### config.mk
export PLATFORM = sky130hd
export DESIGN_NAME = button_input
export DESIGN_NICKNAME = d
export VERILOG_FILES = /design/src/verilog/db_cfg_pkg.sv /design/src/verilog/db_types_pkg.sv /design/src/verilog/button_events.sv /design/src/verilog/button_input.sv /design/src/verilog/button_sampler.sv /design/src/verilog/debounce_filter.sv
export SDC_FILE = /design/constraint.sdc
export NUM_CORES = 1
export LEC_CHECK = 0
export ABC_CLOCK_PERIOD_IN_PS = 1500
export BUFFER_PORTS_ARGS = -buffer_cell sky130_fd_sc_hd__buf_2
export CORE_ASPECT_RATIO = 0.6
export CORE_MARGIN = 8
export CORE_UTILIZATION = 25
export DETAILED_ROUTE_END_ITERATION = 7
export GPL_TIMING_DRIVEN = 0
export PLACE_DENSITY = 0.47
export SYNTH_ARGS = -nofsm -noshare
export SYNTH_HDL_FRONTEND = slang
export SYNTH_SLANG_ARGS = --single-unit
### constraint.sdc
create_clock -name clk -period 1.5 [get_ports clk]
set_clock_uncertainty 0.05 [all_clocks]
set_input_delay 0.15 -clock clk [delete_from_list [all_inputs] [get_ports clk]]
set_output_delay 0.15 -clock clk [all_outputs]
set_load 0.03 [all_outputs]
### src/verilog/db_cfg_pkg.sv
/*
  Configuration constants for the push button front end.
  Every stage reads its sizes and policies from here, so a board build
  changes this package only (sampling shift and long-press length).
*/

package db_cfg_pkg;

  // --------------------------------------------------------------------------
  // button count and sampling rate
  // --------------------------------------------------------------------------

  // number of push buttons handled in parallel
  localparam int NUM_BTN = 4;

  // strobe period is 2**SAMPLE_SHIFT clocks
  // 2 keeps simulation short, a real board wants around 16
  localparam int SAMPLE_SHIFT = 2;

  // --------------------------------------------------------------------------
  // filter and event behaviour
  // --------------------------------------------------------------------------

  // encoding of db_types_pkg::unstable_policy_t
  // 0 = hold old level, 1 = treat as high, 2 = treat as low
  localparam logic [1:0] UNSTABLE_POLICY = 2'd0;

  // strobes a clean high level must last before long_press fires
  localparam int LONG_PRESS_SAMPLES = 8;

  // hold counter width, must be able to hold LONG_PRESS_SAMPLES
  localparam int HOLD_CNT_W = 4;

endpackage

### src/verilog/db_types_pkg.sv
/*
  Types shared by the button front end stages.
  Stages exchange these packed structs every cycle; no handshake is
  involved, every field is either a level or a one-cycle pulse.
*/

package db_types_pkg;

  import db_cfg_pkg::*;

  // one bit per button
  typedef logic [NUM_BTN-1:0] btn_vec_t;

  // per-button count of sample strobes while held
  typedef logic [HOLD_CNT_W-1:0] hold_cnt_t;

  // what the filter does when its two samples disagree
  // values line up with db_cfg_pkg::UNSTABLE_POLICY
  typedef enum logic [1:0] {
    POLICY_HOLD = 2'd0,
    POLICY_HIGH = 2'd1,
    POLICY_LOW  = 2'd2
  } unstable_policy_t;

  // sampler -> filter, 2*NUM_BTN+1 bits
  typedef struct packed {
    btn_vec_t older;   // sample taken one strobe earlier
    btn_vec_t newer;   // most recent sample
    logic     strobe;  // pulses with every history update
  } btn_samples_t;

  // events stage output, 3*NUM_BTN bits
  typedef struct packed {
    btn_vec_t pressed;     // one cycle after a rising clean level
    btn_vec_t released;    // one cycle after a falling clean level
    btn_vec_t long_press;  // once per hold, after LONG_PRESS_SAMPLES strobes
  } btn_events_t;

endpackage

### src/verilog/button_events.sv
/*
  Last stage of the button front end. Turns clean levels into one-cycle
  press and release pulses, and counts sample strobes while a button is
  held to give a single long-press pulse per hold.
*/

`timescale 1ns/1ns

module button_events (
  input  logic                      clk,
  input  logic                      nrst,
  input  db_types_pkg::btn_vec_t    level,
  input  logic                      level_strobe,
  output db_types_pkg::btn_events_t events
);

  import db_cfg_pkg::*;
  import db_types_pkg::*;

  // count at which the long press fires, counter saturates there
  localparam hold_cnt_t LONG_CNT = hold_cnt_t'(LONG_PRESS_SAMPLES);

  btn_vec_t  level_prev;
  hold_cnt_t hold_cnt [NUM_BTN];

  // --------------------------------------------------------------------------
  // press and release edges
  // --------------------------------------------------------------------------

  always_ff @(posedge clk) begin
    if (!nrst) begin
      level_prev      <= '0;
      events.pressed  <= '0;
      events.released <= '0;
    end else begin
      level_prev      <= level;
      events.pressed  <= level & ~level_prev;
      events.released <= ~level & level_prev;
    end
  end

  // --------------------------------------------------------------------------
  // long-press hold counters
  // --------------------------------------------------------------------------

  always_ff @(posedge clk) begin
    if (!nrst) begin
      events.long_press <= '0;
      for (int i = 0; i < NUM_BTN; i++) begin
        hold_cnt[i] <= '0;
      end
    end else begin
      for (int i = 0; i < NUM_BTN; i++) begin
        events.long_press[i] <= 1'b0;
        if (!level[i]) begin
          // released, next hold starts from zero
          hold_cnt[i] <= '0;
        end else if (level_strobe && hold_cnt[i] != LONG_CNT) begin
          hold_cnt[i] <= hold_cnt[i] + 1'b1;
          // fire exactly on reaching the limit
          if (hold_cnt[i] == LONG_CNT - 1'b1) begin
            events.long_press[i] <= 1'b1;
          end
        end
      end
    end
  end

endmodule

### src/verilog/button_input.sv
/*
  Top level of the push button front end.
  Chains sampler, debounce filter and event generator; exposes the clean
  levels and the press, release and long-press pulses.
  ena low freezes sampling, so level and events stay quiet meanwhile.
*/

`timescale 1ns/1ns

module button_input (
  input  logic                      clk,
  input  logic                      nrst,
  input  logic                      ena,
  input  db_types_pkg::btn_vec_t    btn_raw,
  output db_types_pkg::btn_vec_t    level,
  output db_types_pkg::btn_events_t events
);

  import db_types_pkg::*;

  btn_samples_t samples;
  logic         level_strobe;

  // --------------------------------------------------------------------------
  // stage 1: synchronize and sample
  // --------------------------------------------------------------------------

  button_sampler u_sampler (
    .clk     (clk),
    .nrst    (nrst),
    .ena     (ena),
    .btn_raw (btn_raw),
    .samples (samples)
  );

  // stage 2: two-sample agreement filter
  debounce_filter u_filter (
    .clk          (clk),
    .nrst         (nrst),
    .samples      (samples),
    .level        (level),
    .level_strobe (level_strobe)
  );

  // stage 3: edge and long-press pulses
  button_events u_events (
    .clk          (clk),
    .nrst         (nrst),
    .level        (level),
    .level_strobe (level_strobe),
    .events       (events)
  );

endmodule

### src/verilog/button_sampler.sv
/*
  First stage of the button front end. Brings the raw button levels into
  the clock domain, makes a sampling strobe from a free-running divider
  and keeps the last two samples of every button for the filter.
*/

`timescale 1ns/1ns

module button_sampler (
  input  logic                       clk,
  input  logic                       nrst,
  input  logic                       ena,
  input  db_types_pkg::btn_vec_t     btn_raw,
  output db_types_pkg::btn_samples_t samples
);

  import db_cfg_pkg::*;
  import db_types_pkg::*;

  // --------------------------------------------------------------------------
  // two-flop synchronizer
  // --------------------------------------------------------------------------

  btn_vec_t sync_meta;
  btn_vec_t sync_out;

  always_ff @(posedge clk) begin
    if (!nrst) begin
      sync_meta <= '0;
      sync_out  <= '0;
    end else begin
      sync_meta <= btn_raw;
      sync_out  <= sync_meta;
    end
  end

  // --------------------------------------------------------------------------
  // sampling divider
  // --------------------------------------------------------------------------

  logic [SAMPLE_SHIFT-1:0] div_cnt;
  logic                    div_wrap;

  // high in the last count before wrapping, one cycle per period
  assign div_wrap = &div_cnt;

  always_ff @(posedge clk) begin
    if (!nrst) begin
      div_cnt <= '0;
    end else begin
      div_cnt <= div_cnt + 1'b1;
    end
  end

  // --------------------------------------------------------------------------
  // two-deep sample history
  // --------------------------------------------------------------------------

  // ena freezes the history, so nothing downstream moves either
  always_ff @(posedge clk) begin
    if (!nrst) begin
      samples <= '0;
    end else begin
      samples.strobe <= div_wrap & ena;
      if (div_wrap && ena) begin
        samples.older <= samples.newer;
        samples.newer <= sync_out;
      end
    end
  end

endmodule

### src/verilog/debounce_filter.sv
/*
  Second stage of the button front end. A button's clean level follows
  its samples only when the older and newer sample agree; a disagreement
  is resolved by the unstable-sample policy from the config package.
*/

`timescale 1ns/1ns

module debounce_filter (
  input  logic                       clk,
  input  logic                       nrst,
  input  db_types_pkg::btn_samples_t samples,
  output db_types_pkg::btn_vec_t     level,
  output logic                       level_strobe
);

  import db_cfg_pkg::*;
  import db_types_pkg::*;

  localparam unstable_policy_t POLICY = unstable_policy_t'(UNSTABLE_POLICY);

  btn_vec_t level_next;

  // --------------------------------------------------------------------------
  // per-button agreement check
  // --------------------------------------------------------------------------

  always_comb begin
    level_next = level;
    for (int i = 0; i < NUM_BTN; i++) begin
      if (samples.older[i] == samples.newer[i]) begin
        level_next[i] = samples.newer[i];
      end else begin
        // samples disagree, input still bouncing
        case (POLICY)
          POLICY_HIGH: level_next[i] = 1'b1;
          POLICY_LOW:  level_next[i] = 1'b0;
          default:     level_next[i] = level[i];
        endcase
      end
    end
  end

  // level lands one cycle after samples, strobe delayed to stay aligned
  always_ff @(posedge clk) begin
    if (!nrst) begin
      level        <= '0;
      level_strobe <= 1'b0;
    end else begin
      level        <= level_next;
      level_strobe <= samples.strobe;
    end
  end

endmodule
==> results of run 1 <==
==> power breakdown <==
part	switching, W	internal [W]
registers	0.00000492	0.00156
clock network	0.000490	0.000667
logic	0.0000287	0.0000250
==> flip-flops by register name, summed over array words and instances (netlist names) <==
name	cells
u_events.level_prev	4
u_filter.level_strobe	1
u_sampler.div_cnt	2
u_events.events	12
u_sampler.samples	9
u_sampler.sync_out	4
u_filter.level	4
u_sampler.sync_meta	4
u_events.hold_cnt	16
==> per-stage QoR <==
step / hold slack (ns) / utilization / instances / setup slack, ns / instance area [um^2]
floorplan: 0.227 / - / 199 / 0.128 / 2150
global placement: 0.306 / 0.285 / 332 / 0.0813 / 2400
detailed placement: 0.310 / 0.285 / 332 / 0.0845 / 2400
CTS: 0.00326 / 0.302 / 340 / 0.0656 / 2540
global route: 0.00755 / 0.302 / 340 / 0.00848 / 2550
finish: 0.0135 / 0.302 / 340 / 0.0861 / 2550
==> logic make-up (layout without fill, tap and decap cells) <==
kind of cell / Yosys count / in the layout
adder cells (fa/ha/maj): 9 / 9
AND/OR/NAND/NOR: 90 / 90
buffers and inverters: 17 / 46
flip-flops: 56 / 56
AO/OA/AOI/OAI: 19 / 19
XOR/XNOR: 8 / 8
==> cells in the final DEF (no fill, tap or decap), types with 2 or more instances in the layout <==
| cell | instances |
|---|---|
| sky130_fd_sc_hd__nand2_2 | 2 |
| sky130_fd_sc_hd__o21ai_0 | 4 |
| sky130_fd_sc_hd__buf_6 | 2 |
| sky130_fd_sc_hd__clkbuf_16 | 5 |
| sky130_fd_sc_hd__ha_1 | 9 |
| sky130_fd_sc_hd__nor2_1 | 20 |
| sky130_fd_sc_hd__xnor2_1 | 4 |
| sky130_fd_sc_hd__xor2_1 | 4 |
| sky130_fd_sc_hd__a21boi_1 | 2 |
| sky130_fd_sc_hd__dfxtp_1 | 40 |
| sky130_fd_sc_hd__inv_1 | 12 |
| sky130_fd_sc_hd__nor2b_1 | 4 |
| sky130_fd_sc_hd__a21boi_0 | 10 |
| sky130_fd_sc_hd__o21bai_4 | 3 |
| sky130_fd_sc_hd__and2_1 | 12 |
| sky130_fd_sc_hd__nand2_1 | 27 |
| sky130_fd_sc_hd__nor3_1 | 3 |
| sky130_fd_sc_hd__buf_2 | 23 |
| sky130_fd_sc_hd__nand3_1 | 15 |
| sky130_fd_sc_hd__clkbuf_1 | 2 |
| sky130_fd_sc_hd__edfxtp_1 | 16 |
==> critical path: cells and delay by family, from the launching register on <==
| family | cells | cell delay, ns |
|---|---|---|
| AOI/OAI and AO/OA | 1 | 0.17 |
| adders and majority gates | 1 | 0.14 |
| buffers and inverters | 1 | 0.08 |
| DFF | 1 | 0.43 |
| and+or+nand+nor | 2 | 0.26 |
==> repair_timing <==
item	4_1_cts	5_1_grt
setup endpoints to repair	0	8
resized for setup	0	2
hold buffers	0	0
==> cell type report <==
type / count / area (um^2) / area share
Inverter: 12 / 45.0 / 0.0177
Tap cell: 112 / 140 / 0.0550
Sequential cell: 56 / 1280 / 0.503
Multi-Input combinational cell: 126 / 793 / 0.311
Clock buffer: 8 / 146 / 0.0574
Buffer: 5 / 37.5 / 0.0147
Timing Repair Buffer: 21 / 105 / 0.0412
==> cell usage after synthesis (2+ instances only) <==
master / count / area [um^2]
sky130_fd_sc_hd__dfxtp_1: 40 / 801
sky130_fd_sc_hd__nand2_1: 29 / 109
sky130_fd_sc_hd__nor2_1: 20 / 75.1
sky130_fd_sc_hd__edfxtp_1: 16 / 480
sky130_fd_sc_hd__nand3_1: 15 / 75.1
sky130_fd_sc_hd__and2_1: 12 / 75.1
sky130_fd_sc_hd__inv_1: 12 / 45.0
sky130_fd_sc_hd__a21boi_0: 10 / 75.1
sky130_fd_sc_hd__ha_1: 9 / 113
sky130_fd_sc_hd__nor2b_1: 4 / 25.0
sky130_fd_sc_hd__o21ai_0: 4 / 20.0
sky130_fd_sc_hd__xnor2_1: 4 / 35.0
sky130_fd_sc_hd__xor2_1: 4 / 35.0
sky130_fd_sc_hd__nor3_1: 3 / 15.0
sky130_fd_sc_hd__o21bai_4: 3 / 56.3
sky130_fd_sc_hd__a21boi_1: 2 / 15.0
sky130_fd_sc_hd__buf_2: 2 / 10.0
sky130_fd_sc_hd__buf_6: 2 / 22.5
==> metal layers <==
metal	wire, um	track usage
met5	0	0
met4	65	0.0301
met3	263	0.0349
met2	1330	0.0886
met1	2080	0.0916
==> worst min path at each step <==
stage,startpoint,to,slack (ns),depth (start not counted)
6_report,btn_raw[0],u_sampler.sync_meta[0],0.01,2
5_1_grt,btn_raw[1],u_sampler.sync_meta[1],0.008,2
4_1_cts,btn_raw[3],u_sampler.sync_meta[3],0.003,2
3_5_place_dp,btn_raw[3],u_sampler.sync_meta[3],0.31,2
3_3_place_gp,btn_raw[1],u_sampler.sync_meta[1],0.31,2
2_1_floorplan,btn_raw[2],u_sampler.sync_meta[2],0.23,1
==> flow_metrics.env, run 1 <==
export IMPL_nFillCells=871
export IMPL_detailedPlacementHpwl_mm=2.73
export IMPL_synth_xor_xnor_area_share=0.0326
export IMPL_num_rows=26
export IMPL_overflow=0
export IMPL_rr_endpoint="u_events.hold_cnt[3][2]"
export IMPL_vdd_ir_drop_worst_v=0.000430
export IMPL_dominant_combinational_cell_family_by_area_after_synthesis="simple AND/OR/NAND/NOR gates"
export IMPL_path_common_cell="sky130_fd_sc_hd__nand2_1"
export IMPL_hold_class="in2reg"
export IMPL_drive_above_1_share=0.180
export IMPL_timing_final_hold_violations=0
export IMPL_p_leak_nw=0.984
export IMPL_clkSlewWorstSetupHoldPaths_ns=0.07
export IMPL_nets=243
export IMPL_post_synth_and_or_nand_nor_area_fraction=0.204
export IMPL_synth_async_reset_ratio=0
export IMPL_worst_path_max_delay_cell="sky130_fd_sc_hd__edfxtp_1"
export IMPL_post_detailed_route_drc_marker_count=0
export IMPL_cts_root_to_sink_buffers=2
export IMPL_setup_viol_count_final=0
export IMPL_drt_first_pass_iters=4
export IMPL_first_global_vias=1262
export IMPL_fmax_mhz=707
export IMPL_worst_slew_pin_transition_ns=0.284
export IMPL_global_route_wire_length_before_repair_mm=6.22
export IMPL_initial_core_utilization=0.255
export IMPL_mappedNetlistNets=215
export IMPL_drt_vias_per_instance=3.99
export IMPL_start_to_end_type_of_the_worst_setup_path="reg2reg"
export IMPL_critPathCapture="u_events.hold_cnt[3][2]"
export IMPL_clk_latency_worst_skew_pair_ns=0.29
export IMPL_synth_compound_area_share=0.0773
export IMPL_total_power_w=0.00278
export IMPL_syn_inst=199
export IMPL_cts_root_buffer="sky130_fd_sc_hd__clkbuf_16"
export IMPL_setup_bufs_post_cts=0
export IMPL_synth_area_per_cell_um2=10.8
export IMPL_fp_dieArea_um2=11900
export IMPL_postSynth_topFlopCell="sky130_fd_sc_hd__dfxtp_1"
export IMPL_critical_path_max_fanout=5
export IMPL_max_cap_viols=0
export IMPL_synth_edff_count=16
export IMPL_r2r_worst_path_cells=5
export IMPL_synth_mux_area_frac=0
export IMPL_fin_crit_sh=0.943
export IMPL_ant_nets=0
export IMPL_finalWorstPathRequiredPeriod_ns=1.41
export IMPL_yosys_register_bits=56
export IMPL_core_region_area_um2=8430
export IMPL_cts_inserted_buffers=5
export IMPL_via_count=1358
export IMPL_grt_max_degree=16
export IMPL_worst_r2r_setup_slack_ns=0.09
export IMPL_netlist_area_um2=2150
export IMPL_final_max_slew_viol_count=0
export IMPL_adder_and_majority_gate_portion_of_the_synthesized_area=0.0523
export IMPL_flow_area_growth_from_synthesis_pct=18.4
export IMPL_drt_initial_drc_count=84
export IMPL_worstPathRequired_ns=1.46
export IMPL_critPathCaptureType="register"
export IMPL_totalWireLength_mm=3.74
export IMPL_number_of_antenna_violations_at_the_first_check_in_global_routing=0
export IMPL_relSlewSlack=0.810
export IMPL_insertedDiodeCount=0
export IMPL_rsz0062_at_grt="no"
export IMPL_setup_worst_path_start_class="register"
export IMPL_timing_rr_start="u_events.hold_cnt[3][0]"
export IMPL_timing_critical_path_arrival_ns=1.38
export IMPL_grt_usage=0.0685
export IMPL_power_per_cell_area_nw_per_um2=1090
export IMPL_port_buffers=21
export IMPL_synth_unique_cells=26
export IMPL_h_tree_depth=2
export IMPL_worstPathCellList="inv_1 -> ha_1 -> nand2_1 -> o21bai_4 -> nand2_1"
export IMPL_die_w_um=136
export IMPL_cp_slowest_stage_delay_ns=0.43
export IMPL_fin_setup_tns_ns=0
export IMPL_cp_startpoint="u_events.hold_cnt[3][0]"
export IMPL_synth_warning_count=0
export IMPL_floorplan_io_pins=23
export IMPL_die_h_um=87.9
export IMPL_status="finished clean"
export IMPL_cts_tree="done"
export IMPL_cts_num_sinks=56
export IMPL_detail_route_wl_per_cell_um=11.0
export IMPL_synth_sequential_area_ratio=0.595
export IMPL_finalWeightedCongestion=0.704
No activity file was read; power rests on OpenSTA's default activity.
==> run 2: changes to the inputs <==
--- a/config.mk
+++ b/config.mk
@@ -11,7 +11,6 @@
 export CORE_MARGIN = 8
 export CORE_UTILIZATION = 25
 export DETAILED_ROUTE_END_ITERATION = 7
-export GPL_TIMING_DRIVEN = 0
 export PLACE_DENSITY = 0.47
 export SYNTH_ARGS = -nofsm -noshare
 export SYNTH_HDL_FRONTEND = slang
==> flow_metrics.env, run 2 (synthesized netlist as in run 1, its figures left out) <==
export IMPL_status="finished clean"
export IMPL_setup_bufs_post_cts=0
export IMPL_grt_usage=0.0679
export IMPL_final_non_filler_cells=344
export IMPL_initial_core_utilization=0.255
export IMPL_worst_slew_pin_transition_ns=0.286
export IMPL_floorplan_io_pins=23
export IMPL_timing_final_hold_violations=0
export IMPL_p_leak_nw=1.00
export IMPL_worstPathRequired_ns=1.44
export IMPL_detail_route_wl_per_cell_um=10.6
export IMPL_grt_max_degree=19
export IMPL_num_rows=26
export IMPL_rsz0062_at_grt="no"
export IMPL_largest_register_ff_count=16
export IMPL_h_tree_depth=2
export IMPL_cts_root_to_sink_buffers=2
export IMPL_core_region_area_um2=8430
export IMPL_timing_critical_path_buf_inv=1
export IMPL_r2r_worst_path_cells=5
export IMPL_critPathTopFamily="flip-flops"
export IMPL_port_buffers=22
export IMPL_setup_worst_path_start_class="register"
export IMPL_finalWeightedCongestion=0.732
export IMPL_fin_setup_tns_ns=0
export IMPL_final_max_slew_viol_count=0
export IMPL_fmax_mhz=719
export IMPL_postLayoutSetupSlackWorst_ns=0.110
export IMPL_vdd_ir_drop_worst_v=0.000409
export IMPL_worst_path_max_delay_cell="sky130_fd_sc_hd__edfxtp_1"
export IMPL_post_detailed_route_drc_marker_count=0
export IMPL_overflow=0
export IMPL_place_detailed_instances=336
export IMPL_number_of_antenna_violations_at_the_first_check_in_global_routing=0
export IMPL_most_common_layout_cells="sky130_fd_sc_hd__dfxtp_1, sky130_fd_sc_hd__nand2_1, sky130_fd_sc_hd__buf_2"
export IMPL_critPathCaptureType="register"
export IMPL_clk_latency_worst_skew_pair_ns=0.29
export IMPL_cts_tree="done"
export IMPL_power_per_cell_area_nw_per_um2=1070
export IMPL_worstPathCellList="inv_1 -> ha_1 -> nand3b_1 -> nand2_1 -> nand2_1"
export IMPL_hold_class="in2reg"
export IMPL_cp_slowest_stage_delay_ns=0.40
export IMPL_finalWorstPathRequiredPeriod_ns=1.39
export IMPL_nets=247
export IMPL_top_regs="u_events.hold_cnt x16, u_events.events x12, u_sampler.samples x9"
export IMPL_via_count=1336
export IMPL_first_global_vias=1335
export IMPL_cts_root_buffer="sky130_fd_sc_hd__clkbuf_16"
export IMPL_worst_hold_path_num_cells=2
export IMPL_critical_path_max_fanout=4
export IMPL_drive_above_1_share=0.190
export IMPL_fp_dieArea_um2=11900
export IMPL_insertedDiodeCount=0
export IMPL_relSlewSlack=0.809
export IMPL_crit_cells=5
export IMPL_die_h_um=87.9
export IMPL_cts_num_sinks=56
export IMPL_layout_commonest_cell="sky130_fd_sc_hd__dfxtp_1"
export IMPL_cts_inserted_buffers=5
export IMPL_setup_viol_count_final=0
export IMPL_die_w_um=136
export IMPL_ant_nets=0
export IMPL_pre_cts_ws_ns=0.113
export IMPL_clkSlewWorstSetupHoldPaths_ns=0.07
export IMPL_fin_crit_sh=0.927
export IMPL_drt_first_pass_iters=4
export IMPL_largest_register="u_events.hold_cnt"
export IMPL_post_cts_resize_count=0
export IMPL_max_cap_viols=0
export IMPL_drt_initial_drc_count=105
export IMPL_timing_critical_path_arrival_ns=1.33
export IMPL_path_common_cell="sky130_fd_sc_hd__nand2_1"
export IMPL_flow_area_growth_from_synthesis_pct=19.2
export IMPL_nFillCells=891
export IMPL_drt_vias_per_instance=3.88
export IMPL_totalWireLength_mm=3.66
export IMPL_start_to_end_type_of_the_worst_setup_path="reg2reg"
export IMPL_cts_hold_fix_buffers=0
export IMPL_detailedPlacementHpwl_mm=2.65
export IMPL_global_route_wire_length_before_repair_mm=6.35
-- run 2: per-stage QoR --
step           utilization  hold WS [ns]  instance area [um^2]  total power (W)
2_1_floorplan            -         0.227                  2150          0.00164
3_3_place_gp         0.288         0.306                  2420          0.00165
3_5_place_dp         0.288         0.309                  2420          0.00165
4_1_cts              0.304       0.00228                  2560          0.00280
5_1_grt              0.304       0.00458                  2560          0.00287
6_report             0.304        0.0106                  2560          0.00275
-- run 2: path summary, 6_finish.rpt --
| kind | startpoint | slack [ns] | to |
|---|---|---|---|
| setup / recovery | u_events.hold_cnt[1][0] | 0.11 | u_events.hold_cnt[1][2] |
| hold / removal | btn_raw[3] | 0.01 | u_sampler.sync_meta[3] |
| setup reg to reg | u_events.hold_cnt[1][0] | 0.11 | u_events.hold_cnt[1][2] |
| hold reg to reg | u_sampler.div_cnt[0] | 0.37 | u_sampler.div_cnt[0] |
-- run 2: power breakdown --
part	total, W	internal (W)	leakage [nW]	switching (W)
Clock	0.00113	0.000618	0.0712	0.000513
Combinational	0.0000501	0.0000238	0.411	0.0000263
Sequential	0.00157	0.00156	0.522	0.00000471
-- run 2: final cells by class --
type                    instances  area (um^2)  area share
clock buffers                   6          129      0.0502
clock inverters                 2         11.3     0.00439
repair buffers                 30          170      0.0663
flip-flops and latches         56         1280       0.500
multi-input cells             126          788       0.307
well taps                     112          140      0.0546
inverters                      12         45.0      0.0176
-- run 2: layer usage --
layer,track usage,wire length [um],vias up
li1,-,-,711
met1,0.0874,2000,593
met2,0.0913,1310,26
met3,0.0372,291,6
met4,0.0271,50,0
met5,0,0,-
==> run 3: changes to the inputs <==
--- a/config.mk
+++ b/config.mk
@@ -5,13 +5,16 @@
 export SDC_FILE = /design/constraint.sdc
 export NUM_CORES = 1
 export LEC_CHECK = 0
+export ABC_AREA = 1
 export ABC_CLOCK_PERIOD_IN_PS = 1500
 export BUFFER_PORTS_ARGS = -buffer_cell sky130_fd_sc_hd__buf_2
 export CORE_ASPECT_RATIO = 0.6
 export CORE_MARGIN = 8
 export CORE_UTILIZATION = 25
+export CTS_CLUSTER_DIAMETER = 60
 export DETAILED_ROUTE_END_ITERATION = 7
 export PLACE_DENSITY = 0.47
 export SYNTH_ARGS = -nofsm -noshare
 export SYNTH_HDL_FRONTEND = slang
+export SYNTH_HIERARCHICAL = 1
 export SYNTH_SLANG_ARGS = --single-unit
==> flow_metrics.env, run 3 <==
export IMPL_post_detailed_route_drc_marker_count=0
export IMPL_floorplan_io_pins=23
export IMPL_clkSlewWorstSetupHoldPaths_ns=0.07
export IMPL_detailedPlacementHpwl_mm=2.87
export IMPL_critical_path_max_fanout=5
export IMPL_timing_critical_path_arrival_ns=1.31
export IMPL_fin_crit_sh=0.910
export IMPL_vdd_ir_drop_worst_v=0.000363
export IMPL_timing_final_hold_violations=0
export IMPL_cts_num_sinks=56
export IMPL_port_buffers=22
export IMPL_fmax_mhz=733
export IMPL_p_leak_nw=1.21
export IMPL_synth_top_cell_area_share=0.370
export IMPL_postSynth_topFlopCell="sky130_fd_sc_hd__dfxtp_1"
export IMPL_final_max_slew_viol_count=0
export IMPL_start_to_end_type_of_the_worst_setup_path="reg2reg"
export IMPL_drt_initial_drc_count=86
export IMPL_number_of_antenna_violations_at_the_first_check_in_global_routing=0
export IMPL_grt_max_degree=18
export IMPL_totalWireLength_mm=3.85
export IMPL_die_h_um=88.1
export IMPL_worstPathRequired_ns=1.45
export IMPL_most_common_layout_cells="sky130_fd_sc_hd__nor2_1, sky130_fd_sc_hd__nand2_1, sky130_fd_sc_hd__inv_1, sky130_fd_sc_hd__dfxtp_1, sky130_fd_sc_hd__buf_2"
export IMPL_drt_vias_per_instance=3.77
export IMPL_finalWeightedCongestion=0.711
export IMPL_ys_top_cells_by_area="sky130_fd_sc_hd__dfxtp_1, sky130_fd_sc_hd__edfxtp_1, sky130_fd_sc_hd__nor2_1, sky130_fd_sc_hd__nand2_1, sky130_fd_sc_hd__inv_1"
export IMPL_placement_cell_area_um2=2420
export IMPL_synth_commonest_cells="sky130_fd_sc_hd__nor2_1, sky130_fd_sc_hd__nand2_1, sky130_fd_sc_hd__dfxtp_1, sky130_fd_sc_hd__inv_1, sky130_fd_sc_hd__edfxtp_1"
export IMPL_finalWorstPathRequiredPeriod_ns=1.36
export IMPL_detail_route_wl_per_cell_um=9.89
export IMPL_via_count=1468
export IMPL_drive_above_1_share=0.166
export IMPL_hold_class="in2reg"
export IMPL_synth_area_per_cell_um2=9.02
export IMPL_netlist_area_um2=2170
export IMPL_global_route_wire_length_before_repair_mm=6.82
export IMPL_yosys_register_bits=56
export IMPL_power_per_cell_area_nw_per_um2=1080
export IMPL_synth_warning_count=6
export IMPL_relSlewSlack=0.789
export IMPL_fin_area_um2=2610
export IMPL_ant_nets=0
export IMPL_status="finished clean"
export IMPL_overflow=0
export IMPL_largest_register="u_events/hold_cnt"
export IMPL_grt_usage=0.0716
export IMPL_cts_inserted_buffers=5
export IMPL_first_global_vias=1490
export IMPL_cts_root_to_sink_buffers=2
export IMPL_num_rows=26
export IMPL_synth_top_area_cell="sky130_fd_sc_hd__dfxtp_1"
export IMPL_rsz0062_at_grt="no"
export IMPL_clk_latency_worst_skew_pair_ns=0.29
export IMPL_worst_slew_pin_transition_ns=0.316
export IMPL_syn_inst=240
export IMPL_mappedNetlistNets=256
export IMPL_flow_area_growth_from_synthesis_pct=20.7
export IMPL_fin_setup_tns_ns=0
export IMPL_largest_register_ff_count=16
export IMPL_nets=292
export IMPL_cts_root_buffer="sky130_fd_sc_hd__clkbuf_16"
export IMPL_synth_async_reset_ratio=0
export IMPL_setup_worst_path_start_class="register"
export IMPL_drt_first_pass_iters=4
export IMPL_synth_edff_count=16
export IMPL_insertedDiodeCount=0
export IMPL_critPathCaptureType="register"
export IMPL_setup_viol_count_final=0
export IMPL_synthMostInstantiatedCell="sky130_fd_sc_hd__nor2_1"
export IMPL_h_tree_depth=2
export IMPL_synth_unique_cells=17
export IMPL_cts_tree="done"
export IMPL_max_cap_viols=0
export IMPL_synth_sequential_area_ratio=0.592
export IMPL_die_w_um=136
export IMPL_top_regs="u_events/hold_cnt x16, u_events/events x12, u_sampler/samples x9"
export IMPL_initial_core_utilization=0.256
export IMPL_layout_commonest_cell="sky130_fd_sc_hd__nor2_1"
export IMPL_fp_dieArea_um2=12000
export IMPL_core_region_area_um2=8460
## run 3: repair_timing
| item | in CTS | in global routing |
|---|---|---|
| hold buffers | 4 | 0 |
| endpoints found under the setup margin | 0 | 8 |
| setup buffers | 0 | 0 |
| hold endpoints to repair | 4 | 0 |
| resized for setup | 0 | 2 |
## run 3: kinds of logic after synthesis
logic type	count (synthesis)	share of synthesized area
xor gates and xnor gates	4	0.0162
adders and majority gates	9	0.0520
AOI/OAI and AO/OA	8	0.0185
DFF	56	0.592
and+or+nand+nor	116	0.229
buffers and inverters	47	0.0930
## run 3: metal layers
metal | part of all wire | global-route usage
met1 | 0.53 | 0.0898
met4 | 0.0068 | 0.0208
met3 | 0.063 | 0.0338
met2 | 0.40 | 0.107
met5 | 0 | 0
## run 3: through the flow
stage	setup WS (ns)	cells	power, W	hold slack (ns)	utilization
after floorplan	0.141	240	0.00166	0.193	-
after detailed placement	0.101	377	0.00168	0.283	0.287
after global routing	0.0368	389	0.00293	0.122	0.309
final	0.135	389	0.00281	0.119	0.309
after global placement	0.130	377	0.00168	0.286	0.287
after CTS	0.0853	389	0.00286	0.113	0.308
## run 3: power breakdown
group	switching (W)	internal, W
Clock	0.000532	0.000625
Combinational	0.0000406	0.0000335
Sequential	0.0000104	0.00157
## run 3: layout make-up
type                       count  area, um^2
fill                         912        5840
sequential                    56        1280
multi-input combinational    137         688
timing repair buffer          32         195
inverter                      44         165
tap                          112         140
clock buffer                   6         129
clock inverter                 2        15.0
## run 3: final timing paths
path / cells past startpoint / slack, ns / endpoint / startpoint
worst max-delay path: 5 / 0.14 / u_events/hold_cnt[1][3] / u_events/hold_cnt[1][0]
worst min-delay path: 3 / 0.12 / u_sampler/sync_meta[1] / nrst
worst max register to register: 5 / 0.14 / u_events/hold_cnt[1][3] / u_events/hold_cnt[1][0]
worst min register to register: 1 / 0.36 / u_events/events[10] / u_events/level_prev[2]
## run 3: critical path, stage by stage, from the launching register on
cell and delay (ns):
sky130_fd_sc_hd__edfxtp_1 0.43, sky130_fd_sc_hd__inv_1 0.06, sky130_fd_sc_hd__ha_1 0.19, sky130_fd_sc_hd__nand3_1 0.11
sky130_fd_sc_hd__nand2_1 0.06, sky130_fd_sc_hd__nand2_1 0.16
